**src/include/xbus_consts.svh**
```systemverilog
/*
 * XBus register map constants
 * Address map, reset values and memory depth of the slave register file
 */
`ifndef XBUS_CONSTS_SVH
`define XBUS_CONSTS_SVH

// Address map ------------------------
`define XBUS_ADDR_PTR       16'h1008
`define XBUS_ADDR_CONFIG    16'h1009
`define XBUS_ADDR_USER      16'h100A
`define XBUS_ADDR_SHARED    16'h100B
`define XBUS_ADDR_INDIRECT  16'h100C
`define XBUS_ADDR_RW_BASE   16'h1010
`define XBUS_ADDR_RO_BASE   16'h1014
`define XBUS_ADDR_WO_BASE   16'h1018
`define XBUS_ADDR_MEM_BASE  16'h1100
`define XBUS_MEM_DEPTH      256

// Reset values -----------------------
`define XBUS_RST_PTR        8'h01
`define XBUS_RST_CONFIG     8'hF0
`define XBUS_RST_SHARED_RD  8'hA5
`define XBUS_RST_RW         8'h5A
`define XBUS_RST_RO         8'hA5
`define XBUS_RST_WO         8'h55

`endif

```
**src/rtl/xbus_pkg.sv**
```systemverilog
/*
 * XBus shared types
 * Master command and response, register file access, bus phase, config byte
 */
package xbus_pkg;

  // Command held by one master until done
  typedef struct packed {
    logic        request;
    logic        read;
    logic        write;
    logic [15:0] addr;
    logic [7:0]  wdata;
  } xbus_master_req_t;

  typedef struct packed {
    logic       grant;
    logic       done;
    logic       error;
    logic [7:0] rdata;
  } xbus_master_rsp_t;

  // Single-cycle command into the register file
  typedef struct packed {
    logic        valid;
    logic        read;
    logic [15:0] addr;
    logic [7:0]  wdata;
  } xbus_access_t;

  typedef struct packed {
    logic       done;
    logic       error;
    logic [7:0] rdata;
  } xbus_result_t;

  typedef enum logic [1:0] {
    IDLE_START,
    ARBITRATE,
    ADDRESS,
    DATA
  } xbus_phase_e;

  // Config byte, seen whole or as its fields
  typedef union packed {
    logic [7:0] raw;
    struct packed {
      logic [3:0] rsvd;
      logic [1:0] kind;
      logic [1:0] dest;
    } fields;
  } xbus_config_u;

endpackage

```
**src/rtl/xbus_arbiter.sv**
```systemverilog
/*
 * XBus arbiter
 * Runs the start, arbitrate, address and data phases and grants one of two
 * masters, master 0 first
 */
`timescale 1ns/1ps

module xbus_arbiter (
  input  logic                  xbus_clock,
  input  logic                  xbus_reset,
  input  logic                  m0_request,
  input  logic                  m1_request,
  input  logic                  done,
  output xbus_pkg::xbus_phase_e phase,
  output logic [1:0]            grant
);

  xbus_pkg::xbus_phase_e phase_q;
  logic [1:0]            grant_q;

  // Phase sequencer ------------------------------
  // Grant is registered out of ARBITRATE, so it is high in ADDRESS only
  always_ff @(posedge xbus_clock or posedge xbus_reset) begin
    if (xbus_reset) begin
      phase_q <= xbus_pkg::IDLE_START;
      grant_q <= 2'b00;
    end else begin
      grant_q <= 2'b00;
      case (phase_q)
        xbus_pkg::IDLE_START: begin
          // One-cycle start pulse
          phase_q <= xbus_pkg::ARBITRATE;
        end
        xbus_pkg::ARBITRATE: begin
          if (m0_request) begin
            phase_q <= xbus_pkg::ADDRESS;
            grant_q <= 2'b01;
          end else if (m1_request) begin
            phase_q <= xbus_pkg::ADDRESS;
            grant_q <= 2'b10;
          end else begin
            // Nobody asked, issue another start
            phase_q <= xbus_pkg::IDLE_START;
          end
        end
        xbus_pkg::ADDRESS: begin
          phase_q <= xbus_pkg::DATA;
        end
        xbus_pkg::DATA: begin
          if (done) begin
            phase_q <= xbus_pkg::IDLE_START;
          end
        end
        default: begin
          phase_q <= xbus_pkg::IDLE_START;
        end
      endcase
    end
  end

  assign phase = phase_q;
  assign grant = grant_q;

  // Checks ------------------------------
  grant_onehot_a: assert property (
    @(posedge xbus_clock) disable iff (xbus_reset) $onehot0(grant_q)
  );

  // Done comes back from the register file through the controller
  done_in_data_a: assert property (
    @(posedge xbus_clock) disable iff (xbus_reset) done |-> phase_q == xbus_pkg::DATA
  );

endmodule

```
**src/rtl/xbus_register_file.sv**
```systemverilog
/*
 * XBus register file
 * Byte-wide slave with pointer, config, counter, shared, indirect and block
 * registers and a 256-byte memory. Unmapped addresses end with an error
 */
`timescale 1ns/1ps
`include "xbus_consts.svh"

module xbus_register_file (
  input  logic                   xbus_clock,
  input  logic                   xbus_reset,
  input  xbus_pkg::xbus_access_t access,
  output xbus_pkg::xbus_result_t result
);

  logic [2:0]             ptr_q;
  xbus_pkg::xbus_config_u config_q;
  logic [7:0]             user_q;
  // Hidden write side of the shared register
  logic [7:0]             shared_wr_q;
  logic [7:0]             indirect_q [8];
  logic [7:0]             rw_q [4];
  logic [7:0]             wo_q [4];
  logic [7:0]             mem_q [`XBUS_MEM_DEPTH];

  logic       sel_ptr;
  logic       sel_config;
  logic       sel_user;
  logic       sel_shared;
  logic       sel_indirect;
  logic       sel_rw;
  logic       sel_ro;
  logic       sel_wo;
  logic       sel_mem;
  logic       hit;
  logic       wr_en;
  logic [7:0] rd_value;

  // Address decode ------------------------------
  assign sel_ptr      = access.addr == `XBUS_ADDR_PTR;
  assign sel_config   = access.addr == `XBUS_ADDR_CONFIG;
  assign sel_user     = access.addr == `XBUS_ADDR_USER;
  assign sel_shared   = access.addr == `XBUS_ADDR_SHARED;
  assign sel_indirect = access.addr == `XBUS_ADDR_INDIRECT;
  // Four-register blocks on 4-byte boundaries
  assign sel_rw       = (access.addr & 16'hFFFC) == `XBUS_ADDR_RW_BASE;
  assign sel_ro       = (access.addr & 16'hFFFC) == `XBUS_ADDR_RO_BASE;
  assign sel_wo       = (access.addr & 16'hFFFC) == `XBUS_ADDR_WO_BASE;
  assign sel_mem      = (access.addr & 16'hFF00) == `XBUS_ADDR_MEM_BASE;

  assign hit = sel_ptr | sel_config | sel_user | sel_shared | sel_indirect |
               sel_rw | sel_ro | sel_wo | sel_mem;

  assign wr_en = access.valid && !access.read && hit;

  // Read mux where the write-only block falls through to zero
  always_comb begin
    rd_value = 8'h00;
    if (sel_ptr) begin
      rd_value = {5'b00000, ptr_q};
    end else if (sel_config) begin
      rd_value = config_q.raw;
    end else if (sel_user) begin
      rd_value = user_q;
    end else if (sel_shared) begin
      rd_value = `XBUS_RST_SHARED_RD;
    end else if (sel_indirect) begin
      rd_value = indirect_q[ptr_q];
    end else if (sel_rw) begin
      rd_value = rw_q[access.addr[1:0]];
    end else if (sel_ro) begin
      // Read-only block stays at its reset value
      rd_value = `XBUS_RST_RO;
    end else if (sel_mem) begin
      rd_value = mem_q[access.addr[7:0]];
    end
  end

  // Registers and response ------------------------------
  always_ff @(posedge xbus_clock or posedge xbus_reset) begin
    if (xbus_reset) begin
      ptr_q        <= 3'(`XBUS_RST_PTR);
      config_q.raw <= `XBUS_RST_CONFIG;
      user_q       <= 8'h00;
      shared_wr_q  <= 8'h00;
      for (int i = 0; i < 8; i++) begin
        indirect_q[i] <= 8'h00;
      end
      for (int i = 0; i < 4; i++) begin
        rw_q[i] <= `XBUS_RST_RW;
        wo_q[i] <= `XBUS_RST_WO;
      end
      result <= '0;
    end else begin
      // Answer one cycle after every access
      result.done  <= access.valid;
      result.error <= access.valid && !hit;
      result.rdata <= (access.valid && access.read && hit) ? rd_value : 8'h00;
      if (wr_en) begin
        if (sel_ptr) begin
          ptr_q <= access.wdata[2:0];
        end
        if (sel_config) begin
          config_q.raw <= access.wdata;
        end
        if (sel_user) begin
          // Counts writes whatever the data
          user_q <= user_q + 8'd1;
        end
        if (sel_shared) begin
          shared_wr_q <= access.wdata;
        end
        if (sel_indirect) begin
          indirect_q[ptr_q] <= access.wdata;
        end
        if (sel_rw) begin
          rw_q[access.addr[1:0]] <= access.wdata;
        end
        if (sel_wo) begin
          wo_q[access.addr[1:0]] <= access.wdata;
        end
      end
    end
  end

  // Memory array
  always_ff @(posedge xbus_clock) begin
    if (wr_en && sel_mem) begin
      mem_q[access.addr[7:0]] <= access.wdata;
    end
  end

  // One answer per access and no new access while the answer is out
  done_follows_access_a: assert property (
    @(posedge xbus_clock) disable iff (xbus_reset)
    access.valid |=> result.done && !access.valid
  );

endmodule

```
**src/rtl/xbus_subsystem_top.sv**
```systemverilog
/*
 * XBus slave subsystem
 * Arbiter, transfer controller and register file for two masters
 */
`timescale 1ns/1ps

module xbus_subsystem_top (
  input  logic                       xbus_clock,
  input  logic                       xbus_reset,
  input  xbus_pkg::xbus_master_req_t m0_req,
  input  xbus_pkg::xbus_master_req_t m1_req,
  output xbus_pkg::xbus_master_rsp_t m0_rsp,
  output xbus_pkg::xbus_master_rsp_t m1_rsp
);

  xbus_pkg::xbus_phase_e  phase;
  logic [1:0]             grant;
  logic                   done;
  xbus_pkg::xbus_access_t access;
  xbus_pkg::xbus_result_t result;

  xbus_arbiter arbiter_i (
    .xbus_clock (xbus_clock),
    .xbus_reset (xbus_reset),
    .m0_request (m0_req.request),
    .m1_request (m1_req.request),
    .done       (done),
    .phase      (phase),
    .grant      (grant)
  );

  xbus_transfer_control transfer_control_i (
    .xbus_clock (xbus_clock),
    .xbus_reset (xbus_reset),
    .m0_req     (m0_req),
    .m1_req     (m1_req),
    .phase      (phase),
    .grant      (grant),
    .access     (access),
    .result     (result),
    .done       (done),
    .m0_rsp     (m0_rsp),
    .m1_rsp     (m1_rsp)
  );

  xbus_register_file register_file_i (
    .xbus_clock (xbus_clock),
    .xbus_reset (xbus_reset),
    .access     (access),
    .result     (result)
  );

endmodule

```
**src/rtl/xbus_transfer_control.sv**
```systemverilog
/*
 * XBus transfer controller
 * Steers the granted master's command into the register file and returns
 * the result to that master alone
 */
`timescale 1ns/1ps

module xbus_transfer_control (
  input  logic                       xbus_clock,
  input  logic                       xbus_reset,
  input  xbus_pkg::xbus_master_req_t m0_req,
  input  xbus_pkg::xbus_master_req_t m1_req,
  input  xbus_pkg::xbus_phase_e      phase,
  input  logic [1:0]                 grant,
  output xbus_pkg::xbus_access_t     access,
  input  xbus_pkg::xbus_result_t     result,
  output logic                       done,
  output xbus_pkg::xbus_master_rsp_t m0_rsp,
  output xbus_pkg::xbus_master_rsp_t m1_rsp
);

  xbus_pkg::xbus_master_req_t sel_req;
  logic                       owner_q;

  // Command of the granted master, held stable by the master rule
  assign sel_req = grant[1] ? m1_req : m0_req;

  always_comb begin
    access.valid = (phase == xbus_pkg::ADDRESS) && (grant != 2'b00);
    access.read  = sel_req.read;
    access.addr  = sel_req.addr;
    access.wdata = sel_req.wdata;
  end

  // Owner of the transfer, 1 selects master 1
  always_ff @(posedge xbus_clock or posedge xbus_reset) begin
    if (xbus_reset) begin
      owner_q <= 1'b0;
    end else if (access.valid) begin
      owner_q <= grant[1];
    end
  end

  // Response routing ------------------------------
  always_comb begin
    m0_rsp       = '0;
    m1_rsp       = '0;
    m0_rsp.grant = grant[0];
    m1_rsp.grant = grant[1];
    if (result.done) begin
      if (owner_q) begin
        m1_rsp.done  = 1'b1;
        m1_rsp.error = result.error;
        m1_rsp.rdata = result.rdata;
      end else begin
        m0_rsp.done  = 1'b1;
        m0_rsp.error = result.error;
        m0_rsp.rdata = result.rdata;
      end
    end
  end

  // Closes the data phase in the arbiter
  assign done = result.done;

  // Access only in ADDRESS and only for a master still requesting
  access_in_address_a: assert property (
    @(posedge xbus_clock) disable iff (xbus_reset)
    access.valid |-> phase == xbus_pkg::ADDRESS && sel_req.request
  );

endmodule

```
**config.mk**
```make
export PLATFORM = sky130hd
export DESIGN_NAME = xbus_subsystem_top
export DESIGN_NICKNAME = d
export VERILOG_FILES = /design/src/rtl/xbus_pkg.sv /design/src/rtl/xbus_arbiter.sv /design/src/rtl/xbus_register_file.sv /design/src/rtl/xbus_subsystem_top.sv /design/src/rtl/xbus_transfer_control.sv
export VERILOG_INCLUDE_DIRS = /design/src /design/src/include
export SDC_FILE = /design/constraint.sdc
export NUM_CORES = 2
export LEC_CHECK = 0
export ABC_AREA = 1
export ABC_CLOCK_PERIOD_IN_PS = 4900
export BUFFER_PORTS_ARGS = -buffer_cell sky130_fd_sc_hd__buf_2
export CORE_MARGIN = 4
export CORE_UTILIZATION = 40
export CTS_CLUSTER_SIZE = 14
export DETAILED_ROUTE_END_ITERATION = 16
export GPL_ROUTABILITY_DRIVEN = 0
export PLACE_DENSITY = 0.55
export REMOVE_ABC_BUFFERS = 1
export SETUP_SLACK_MARGIN = 0.5
export SLEW_MARGIN = 10
export SYNTH_ARGS = -nofsm -noshare
export SYNTH_HDL_FRONTEND = slang
export SYNTH_SLANG_ARGS = --single-unit
```
**constraint.sdc**
```tcl
create_clock -name xbus_clock -period 4.9 [get_ports xbus_clock]
set_input_delay 0.49 -clock xbus_clock [delete_from_list [all_inputs] [get_ports xbus_clock]]
set_output_delay 0.49 -clock xbus_clock [all_outputs]
set_load 0.05 [all_outputs]
```
==> impl_metrics.csv <==
group,metric,value,unit
finish,synthToLayoutAreaGrowth,16.1,%
hold_path,hp-class,"in2reg",
route,drt_first_pass_iters,6,
yosys,syn_inst,7981,
clock_network,h-tree-depth,4,
setup_path,cpPeakStageDelay,0.50,ns
clock_network,clock_latency,0.87,ns
yosys,ys_types,50,
yosys,synth-edff-count,2048,
yosys,yosysWarningCount,0,
global_routing,antenna_found_initial,13,
setup_path,crit_path_max_fanout,46,
yosys,muxShareOfSynthArea,0,%
setup_path,crit_type,"reg2reg",
finish,multiInputGateArea,20700,sq um
yosys,synthAdderAreaFrac,0.0140,%
floorplanning,initial_core_util,40.2,%
finish,post-route-util,46.7,%
route,post_drt_wl_per_cell,23.5,microns
yosys,syn_area,89200,sq um
route,vias_per_cell,5.20,
yosys,ys_seq_area_share,72.6,%
pwr,vdd_ir_drop_max,0.386,mV
floorplanning,ios,78,
floorplanning,die_h,480,microns
place,dpl.hpwl,165,mm
route,drtIter0Drc,6301,
setup_path,critical_path.cell_chain,"buf_4 -> nand2_1 -> nand2_4 -> nand2_4 -> buf_12 -> o22ai_1 -> o21ai_0 -> nand4_1 -> a31oi_1 -> buf_4 -> nand2_1 -> o21bai_1 -> nand2_1 -> a21oi_1 -> buf_4",
setup_path,critical_path_required,5.66,ns
timing,fmax,225,MHz
yosys,synthXorXnorAreaFrac,0.0687,%
route,drt-total-wl,271,mm
clock_network,clk_path_buf_depth,3,
finish,nets,8450,
yosys,synth_top_family_by_area,"simple AND/OR/NAND/NOR gates",
route,drc,0,
setup_path,cp_data_arrival_time,5.20,ns
status,status,"complete, no violations",
floorplanning,rows,173,
timing,fin_skew,0.0537,ns
finish,nFillCells,20200,
clock_network,clock-root-buffer,"clkbuf_16",
clock_network,clkTransAtPathRegs,0.06,ns
global_routing,grt_max_degree,149,
timing,rsz0062_at_grt,"yes",
global_routing,grt_pass1_wl,392,mm
setup_path,slowest_stage,"nand4_1",
timing,slew_headroom,28.0,%
pwr,powerDensity,376,nW/um^2
timing,worst_pin_slew,1.08,ns
finish,layout-drive-gt1-share,13.0,%
clock_network,cts.sinks,2178,
finish,layout.area.seq,64800,sq um
yosys,synth_async_sr_flop_share,5.97,%
route,detail-route-antenna-nets,0,
clock_network,numCtsBuffers,218,
timing,fin_crit_sh,90.7,%
global_routing,grt_pass1_vias,57500,
timing,maxSlewViolCount,0,
floorplanning,core-area,222000,sq um
clock_network,post-cts-setup-buffers,0,
setup_path,critPathLaunchType,"flop",
job,cap_violations,0,
floorplanning,die_x,480,microns
timing,hold_viol,0,
setup_path,setup.worst_path.end_class,"flop",
timing,post-route-min-period,4.45,ns
clock_network,cts_tree,"done",
yosys,synthFlopType,"edfxtp_1",
yosys,synth_compound_area_share,6.16,%
floorplanning,dieArea,231000,sq um
yosys,yosys_register_bits,2178,
place,io_buffers,75,
global_routing,overflow,0,
yosys,yosys.area_share.simple,16.7,%
timing,fin_tns_setup,0,ns
yosys,avgSynthCellArea,11.2,sq um
timing,setup_viol,0,
finish,layout_common_cells,"2,048 x edfxtp_1, 1,986 x nand2_1, 1,391 x nor2_1, 638 x o21ai_0, 602 x inv_1",
pwr,p_leak,0.0396,uW
route,num_vias,60100,
finish,layout_commonest_cell,"edfxtp_1",
global_routing,grt_usage,23.1,%
==> final cells by class <==
| type | count | area share (%) |
|---|---|---|
| clock inverters | 131 | 1.26 |
| diodes | 5 | 0.0121 |
| clock buffers | 270 | 5.50 |
| flip-flops and latches | 2178 | 62.5 |
| inverters | 624 | 2.27 |
| well taps | 2975 | 3.59 |
| multi-input cells | 4785 | 20.0 |
| repair buffers | 586 | 4.83 |
==> report_power, final <==
group	switching, uW	total (uW)	internal [uW]
Sequential	0	20300	20300
Clock	7170	16400	9260
Combinational	1650	2140	490
==> critical path: cells and delay by family, from the launching register on <==
kind | cells | cell delay [ns]
buffers and inverters | 4 | 0.88
AOI/OAI and AO/OA | 5 | 1.50
and+or+nand+nor | 6 | 1.44
DFF | 1 | 0.42
==> state kept, by name, summed over array words and instances (netlist names), 2 cells and up, named ones only <==
register / flops
register_file_i.result: 10
register_file_i.config_q: 8
register_file_i.mem_q: 2048
register_file_i.ptr_q: 3
register_file_i.user_q: 8
register_file_i.rw_q: 32
arbiter_i.grant: 2
register_file_i.indirect_q: 64
==> timing repair <==
item	in CTS	in global routing
pin swaps	0	0
setup endpoints to repair	398	821
gates resized for setup	4	17
hold buffers	3	0
cloned	0	0
endpoints found under the hold margin	62	0
==> cell families after synthesis <==
group / after synthesis
adders and majority gates: 1
DFF: 2178
and+or+nand+nor: 3770
AOI/OAI and AO/OA: 1007
xor gates and xnor gates: 7
buffers and inverters: 1018
==> cells in the mapped netlist, types with 3 or more instances <==
cell type  count  share of area (%)
dfstp_2       21               0.62
xor2_1         5              0.049
or2_2        129               0.90
o211ai_1       6              0.050
o31ai_1        3              0.025
a22oi_1        4              0.034
buf_1         39               0.16
nand2_1     2008                8.4
nor3_1         4              0.022
edfxtp_1    2048                 69
nor2_2         5              0.035
o21ai_0      644                3.6
o21bai_1       4              0.034
o21ai_1        4              0.022
or2_1          4              0.028
nand3b_1      29               0.24
a21oi_1       37               0.21
clkinv_1       5              0.021
nor2_1      1402                5.9
buf_2         78               0.44
dfrtp_1      109                3.1
nand3_1      148               0.83
nand4_1       19               0.13
o22ai_1      293                2.1
clkbuf_1     276                1.2
nor4_1         3              0.021
inv_2         13              0.055
nand3_2        5              0.056
inv_1        606                2.5
==> per-stage QoR <==
stage               instances  hold slack, ns  setup WS (ns)  instance area, sq um  power [uW]
global route            11600           0.302          0.357                104000       40100
detailed placement      11100           0.473          0.375                 96500       22900
finish                  11600           0.320          0.454                104000       38900
CTS                     11500           0.260          0.507                104000       39200
global placement        11100           0.462          0.438                 96500       22900
floorplan                7587           0.448         -17.37                 87600       22000
==> worst paths after layout <==
path	end	startpoint	cells after the start	slack [ns]
worst max-delay path	register_file_i.result[3]	arbiter_i.grant[1]	15	0.45
worst min-delay path	register_file_i.mem_q[208][7]	m0_req[7]	3	0.32
worst max register to register	register_file_i.result[3]	arbiter_i.grant[1]	15	0.45
worst min register to register	register_file_i.indirect_q[15]	register_file_i.indirect_q[15]	2	0.48
max in group asynchronous	register_file_i.config_q[5]	xbus_reset	4	3.53
min in group asynchronous	register_file_i.result[3]	xbus_reset	3	0.47
==> routing by layer <==
layer	global-route usage, %	wire [microns]
met5	0	13
met4	9.24	11500
met3	3.59	19600
met2	37.4	127000
met1	31.4	113000
No activity file was read; power rests on OpenSTA's default activity.
